==> src/rtl/hazard_defs.svh <==
`ifndef HAZARD_DEFS_SVH
`define HAZARD_DEFS_SVH

// Data path and address width
`define HAZ_DATA_W 16

// Eight architectural registers
`define HAZ_REG_W 3

// Major opcode field in the top bits of the instruction
`define HAZ_OPC_W 5

// Younger stages tracked: ID, EX, MEM, WB
`define HAZ_DEPTH 4

`endif

==> src/rtl/hazardPkg.sv <==
`include "hazard_defs.svh"

package hazardPkg;

    // Instruction, immediate, register data and addresses
    typedef logic [`HAZ_DATA_W-1:0] dataWord;

    // Register file index
    typedef logic [`HAZ_REG_W-1:0] regIdx;

    // Major opcode
    typedef logic [`HAZ_OPC_W-1:0] opcode;

    // Fetch stage instruction after decode
    typedef struct packed {
        regIdx   rs;
        regIdx   rt;
        regIdx   rd;
        logic    writeEn;
        logic    memEnable;
        dataWord memAddr;
        logic    jumpOrBranch;
        logic    jumpReg;
        logic    nopInstr;
    } decodedInstr;

    // One in-flight instruction as seen by the hazard logic
    typedef struct packed {
        regIdx   rd;
        logic    writeEn;
        logic    memEnable;
        dataWord memAddr;
    } stageEntry;

    // Hazard comparator results
    typedef struct packed {
        logic regHaz;
        logic memHaz;
    } hazardFlags;

endpackage

==> src/rtl/instrDecoder.sv <==
`timescale 1ns/10ps
`include "hazard_defs.svh"

module instrDecoder (
    input  hazardPkg::dataWord     instr,
    input  hazardPkg::dataWord     imm,
    input  hazardPkg::dataWord     reg1Data,
    input  hazardPkg::regIdx       rd,
    input  logic                   writeEn,
    input  logic                   memEnable,
    output hazardPkg::decodedInstr decoded
);
    import hazardPkg::*;

    opcode   opc;
    dataWord effAddr;
    logic    isJumpReg;
    logic    isJumpBranch;
    logic    isNop;

    // Opcode is the top field
    assign opc = instr[`HAZ_DATA_W-1 -: `HAZ_OPC_W];

    // Register-indirect jumps
    always_comb begin
        case (opc)
            5'b00101, 5'b00111: isJumpReg = 1'b1;
            default:            isJumpReg = 1'b0;
        endcase
    end

    // Jumps are 001x_x, branches 011x_x
    always_comb begin
        case (opc[`HAZ_OPC_W-1 -: 3])
            3'b001:  isJumpBranch = 1'b1;
            3'b011:  isJumpBranch = 1'b1;
            default: isJumpBranch = 1'b0;
        endcase
    end

    assign isNop = (opc == 5'b00001);

    // Base plus offset, carry out dropped
    assign effAddr = reg1Data + imm;

    always_comb begin
        decoded.rs           = instr[`HAZ_DATA_W-`HAZ_OPC_W-1 -: `HAZ_REG_W];
        decoded.rt           = instr[`HAZ_DATA_W-`HAZ_OPC_W-`HAZ_REG_W-1 -: `HAZ_REG_W];
        decoded.rd           = rd;
        decoded.writeEn      = writeEn;
        decoded.memEnable    = memEnable;
        decoded.memAddr      = effAddr;
        decoded.jumpOrBranch = isJumpBranch;
        decoded.jumpReg      = isJumpReg;
        decoded.nopInstr     = isNop;
    end

endmodule

==> src/rtl/stageShadow.sv <==
`timescale 1ns/10ps
`include "hazard_defs.svh"

module stageShadow (
    input  logic                   clk,
    input  logic                   reset,
    input  hazardPkg::decodedInstr decoded,
    output hazardPkg::hazardFlags  flags
);
    import hazardPkg::*;

    // Slot 0 is ID, the top slot is WB
    stageEntry [`HAZ_DEPTH-1:0] history;
    stageEntry                  newEntry;

    logic [`HAZ_DEPTH-1:0] rsMatch;
    logic [`HAZ_DEPTH-1:0] rtMatch;
    logic [`HAZ_DEPTH-1:0] addrMatch;

    // What the current instruction leaves behind in the pipe
    always_comb begin
        newEntry.rd        = decoded.rd;
        newEntry.writeEn   = decoded.writeEn;
        newEntry.memEnable = decoded.memEnable;
        newEntry.memAddr   = decoded.memAddr;
    end

    // Shifts every cycle, stalls included
    always_ff @(posedge clk) begin
        if (reset) begin
            history <= '0;
        end else begin
            history <= {history[`HAZ_DEPTH-2:0], newEntry};
        end
    end

    // Per-stage comparators
    genvar i;
    generate
        for (i = 0; i < `HAZ_DEPTH; i++) begin : gCompare
            assign rsMatch[i] = history[i].writeEn && (history[i].rd == decoded.rs);
            assign rtMatch[i] = history[i].writeEn && (history[i].rd == decoded.rt);

            // Enable and address taken from the same stage
            assign addrMatch[i] = history[i].memEnable &&
                                  (history[i].memAddr == decoded.memAddr);
        end
    endgenerate

    // Any older writer of either source
    assign flags.regHaz = |(rsMatch | rtMatch);

    // Only a memory access can collide with one in flight
    assign flags.memHaz = decoded.memEnable && (|addrMatch);

endmodule

==> src/rtl/bubbleControl.sv <==
`timescale 1ns/10ps

module bubbleControl (
    input  logic                   clk,
    input  logic                   reset,
    input  hazardPkg::decodedInstr decoded,
    input  hazardPkg::hazardFlags  flags,
    output logic                   nop,
    output logic                   pcStall
);

    logic jrPrev;
    logic prevJumpBranch;
    logic anyHaz;
    logic noopAfterJr;

    assign anyHaz = flags.regHaz | flags.memHaz;

    // Jump history for next-cycle bubbles
    always_ff @(posedge clk) begin
        if (reset) begin
            jrPrev         <= 1'b0;
            prevJumpBranch <= 1'b0;
        end else begin
            jrPrev <= decoded.jumpReg;
            // A stalled jump is replayed, so no bubble is owed yet
            prevJumpBranch <= decoded.jumpOrBranch & ~anyHaz;
        end
    end

    // No-op following a register jump fills the slot itself
    assign noopAfterJr = decoded.nopInstr & jrPrev;

    assign nop = (anyHaz | prevJumpBranch | decoded.jumpReg) & ~noopAfterJr;

    // A no-op never holds the PC
    assign pcStall = anyHaz & ~decoded.nopInstr;

endmodule

==> src/rtl/hazardUnit.sv <==
`timescale 1ns/10ps

module hazardUnit (
    input  logic               clk,
    input  logic               reset,
    input  hazardPkg::dataWord instr,
    input  hazardPkg::dataWord imm,
    input  hazardPkg::dataWord reg1Data,
    input  hazardPkg::regIdx   rd,
    input  logic               writeEn,
    input  logic               memEnable,
    output logic               nop,
    output logic               pcStall
);
    import hazardPkg::*;

    decodedInstr decoded;
    hazardFlags  flags;

    // Field split, opcode class and effective address
    instrDecoder instrDecoder_i (
        .instr     (instr),
        .imm       (imm),
        .reg1Data  (reg1Data),
        .rd        (rd),
        .writeEn   (writeEn),
        .memEnable (memEnable),
        .decoded   (decoded)
    );

    // History of ID, EX, MEM and WB plus comparators
    stageShadow stageShadow_i (
        .clk     (clk),
        .reset   (reset),
        .decoded (decoded),
        .flags   (flags)
    );

    // Bubble and PC hold
    bubbleControl bubbleControl_i (
        .clk     (clk),
        .reset   (reset),
        .decoded (decoded),
        .flags   (flags),
        .nop     (nop),
        .pcStall (pcStall)
    );

endmodule

==> config.mk <==
export PLATFORM = sky130hd
export DESIGN_NAME = hazardUnit
export DESIGN_NICKNAME = d
export VERILOG_FILES = /design/src/rtl/hazardPkg.sv /design/src/rtl/instrDecoder.sv /design/src/rtl/stageShadow.sv /design/src/rtl/bubbleControl.sv /design/src/rtl/hazardUnit.sv
export VERILOG_INCLUDE_DIRS = /design/src /design/src/rtl
export SDC_FILE = /design/constraint.sdc
export NUM_CORES = 1
export LEC_CHECK = 0
export CAP_MARGIN = 20
export CORE_MARGIN = 2
export CORE_UTILIZATION = 50
export CTS_BUF_LIST = sky130_fd_sc_hd__clkbuf_2 sky130_fd_sc_hd__clkbuf_4 sky130_fd_sc_hd__clkbuf_8
export DETAILED_ROUTE_END_ITERATION = 8
export DONT_BUFFER_PORTS = 1
export GPL_TIMING_DRIVEN = 0
export PLACE_DENSITY_LB_ADDON = 0.12
export SETUP_SLACK_MARGIN = 0.2
export SLEW_MARGIN = 20
export SYNTH_ARGS = -nofsm -noshare
export SYNTH_HDL_FRONTEND = slang
export SYNTH_HIERARCHICAL = 1
export SYNTH_SLANG_ARGS = --single-unit
==> constraint.sdc <==
create_clock -name clk -period 3.5 [get_ports clk]
set_clock_uncertainty 0.15 [all_clocks]
set_input_delay 0 -clock clk [delete_from_list [all_inputs] [get_ports clk]]
set_output_delay 0 -clock clk [all_outputs]
set_load 0.01 [all_outputs]
==> impl_metrics.yaml <==
logic_synthesis:
  synth.largest_area_cell: "dfxtp_1"
  yosys_warnings: 6
  post-synth-top-count-cell: "nor2b_1"
  postSynthCellCount: 461
  yosysSeqAreaShare_pct: 39.43
  syn-num-nets: 532
  synthArstFlopShare_pct: 0
  synth-seq-cells: 86
  synth_area_mm2: 0.004367
  syn_area_per_cell_um2: 9.472
  synth-main-ff-cell: "dfxtp_1"
  synth-edff-count: 0
  synth_common_cells: "nor2b_1, dfxtp_1, xnor2_1"
  synth_cell_type_count: 46
  synth_top_area_share_pct: 39.43
  netlist_top_cells_area: "dfxtp_1, nor2b_1, xnor2_1"
grt:
  grt_pass1_vias: 3006
  grt_max_degree: 14
  grt_first_pass_wirelength_mm: 13.39
  grtUsageTotal_pct: 17.96
  overflow: 0
  antenna_found_initial: 0
clock_network:
  htreeDepth: 3
  cts-root-buf: "clkbuf_8"
  clkSinkCount: 86
  cts_tree: "yes"
  cts_buffer_depth: 2
  clkTransAtPathRegs_ns: 0.08
  insertion_delay_ns: 0.34
  cts_made_buffers: 9
cells_and_area:
  n_antenna_cell: 0
  layout-area-overhead-vs-synth_pct: 12.46
  fin_nets: 559
  final_util_pct: 57.15
  drive_gt1_share_pct: 13.41
sta:
  slew_violations: 0
  setup_violations: 0
  final_hold_viol_count: 0
  rsz0062_at_grt: "false"
  period_needed_ns: 3.127
  fmaxAchievable_mhz: 319.8
  slew_headroom_pct: 65.30
  fin_crit_sh_pct: 89.33
  tightest_slew_ns: 0.5205
route:
  num_vias: 2956
  routedWlPerCell_um: 13.96
  first_pass_iters: 4
  drc: 0
  vias_per_cell: 4.927
  ant_nets: 0
  wl_mm: 8.375
  dr.first_iter.drc_count: 59
floorplanning:
  initial_utilization_pct: 50.82
  core_mm2: 0.008593
  rows: 34
  dieArea_mm2: 0.009497
  ios: 57
  die_h_um: 97.45
  die_w_um: 97.45
setup_path:
  required_ns: 3.35
  path_delay_family: "compound AO/OA/AOI/OAI gates"
  arrival_ns: 2.98
  crit_path_max_fanout: 5
  path_buf_inv: 1
  startpoint_type: "primary input"
  cp_slowest_cell: "fa_2"
  cp-end-kind: "output pin"
  reg2reg_from: "stageShadow_i/history[57]$_SDFF_PP0_"
  crit_start: "imm[0]"
  path_cells: "ha_1 -> fa_2 -> a21oi_2 -> o211ai_1 -> a311oi_1 -> a21oi_1 -> xor2_1 -> buf_6 -> xor2_1 -> nor4_1 -> nand4_1 -> nor4_4 -> o41a_1 -> nor2_1 -> nor2_1"
  criticalPathCategory: "primary input to output pin"
  slowest_delay_ns: 0.37
placed_design:
  port_buffers: 0
  gp_congestion: 0.8587
  post-dp-hpwl_mm: 6.686
run:
  drv_cap: 0
power_and_ir_drop:
  power_density_mw_per_mm2: 495.4
  leakage_nw: 1.933
  finalPower_mw: 2.433
  peakVddDrop_mv: 0.1868
outcome:
  status: "finished clean"
min_path:
  hold_path_startpoint: "reg1Data[14]"
  hold_path_class: "primary input to flip-flop"
-- per-layer routing --
metal	up-vias	part of all wire, %	track usage [%]
met5	-	0	0
met4	0	2.4	8.013
met3	17	3.4	3.597
met2	69	47	30.61
met1	1311	48	21.93
li1	1559	-	-
-- cells in the final DEF, fill, tap and decap left out, types with 3 or more instances in the layout --
cell and instances:
clkinv_2 3, inv_1 5, o211ai_1 4, dfxtp_1 86, a21o_1 3, buf_6 5
nor3_1 10, nor4_2 4, a21oi_1 12, clkbuf_8 9, dlygate4sd3_1 11, nand2_1 16
ha_1 15, nand4_1 13, xor2_1 39, clkbuf_1 11, a21oi_2 4, o21ai_0 3
nor2_1 12, buf_2 10, xnor2_1 57, and3_1 4, buf_4 20, nor4_1 5
nand3_1 7, nor2b_1 88
-- worst min-delay path: stages --
cell     delay, ns
ha_1          0.15
xor2_1        0.10
buf_6         0.14
nor2b_1       0.12
-- cells by family after synthesis --
logic type | Yosys count | share of synthesized area (%)
xor+xnor | 96 | 19.26
simple gates | 175 | 23.81
buf+inv | 46 | 6.332
flops | 86 | 39.43
compound gates | 42 | 6.419
fa+ha+maj | 16 | 4.756
-- state kept, by name, summed over array words and instances, names as in the netlist --
register,count
bubbleControl_i/jrPrev,1
bubbleControl_i/prevJumpBranch,1
stageShadow_i/history,84
-- layout make-up --
type / instances / area, µm²
clock inverters: 5 / 75.07
fillers: 802 / 3682
multi-input cells: 329 / 2421
well taps: 108 / 135.1
clock buffers: 10 / 131.4
repair buffers: 16 / 147.6
inverters: 5 / 18.77
plain buffers: 41 / 260.3
flip-flops and latches: 86 / 1722
-- final timing paths --
| path | slack (ns) | end | depth (start not counted) |
|---|---|---|---|
| hold reg to reg | 0.32 | stageShadow_i/history[36]$_SDFF_PP0_ | 1 |
| hold / removal | 0.05 | stageShadow_i/history[14]$_SDFF_PP0_ | 4 |
| setup / recovery | 0.37 | pcStall | 15 |
| setup reg to reg | 1.52 | bubbleControl_i/prevJumpBranch$_SDFF_PP0_ | 7 |
-- metrics by stage --
stage,setup WS [ns],hold slack (ns),TNS [ns],cells,instance area (µm²)
floorplan,0.5185,-0.07839,0,461,4367
global placement,0.01778,-0.07682,0,569,4502
detailed placement,-0.02823,-0.07476,-0.02823,569,4502
CTS,0.2345,0.03746,0,596,4845
global route,0.2008,0.05238,0,600,4911
finish,0.3734,0.05105,0,600,4911
-- where the power goes --
group,total [mW],internal [mW],switching [mW],leakage [nW]
Sequential,1.08,1.04,0.0357,0.705
Clock,0.722,0.402,0.319,0.109
Combinational,0.636,0.314,0.321,1.12
-- repair_timing --
item                                    in CTS  in global routing
hold endpoints to repair                    30                  0
pin swaps                                    4                  3
setup buffers                                1                  4
gates resized for setup                      4                  7
hold buffers                                11                  0
endpoints found under the setup margin       2                  2
Power figures use the tool's default switching activity.
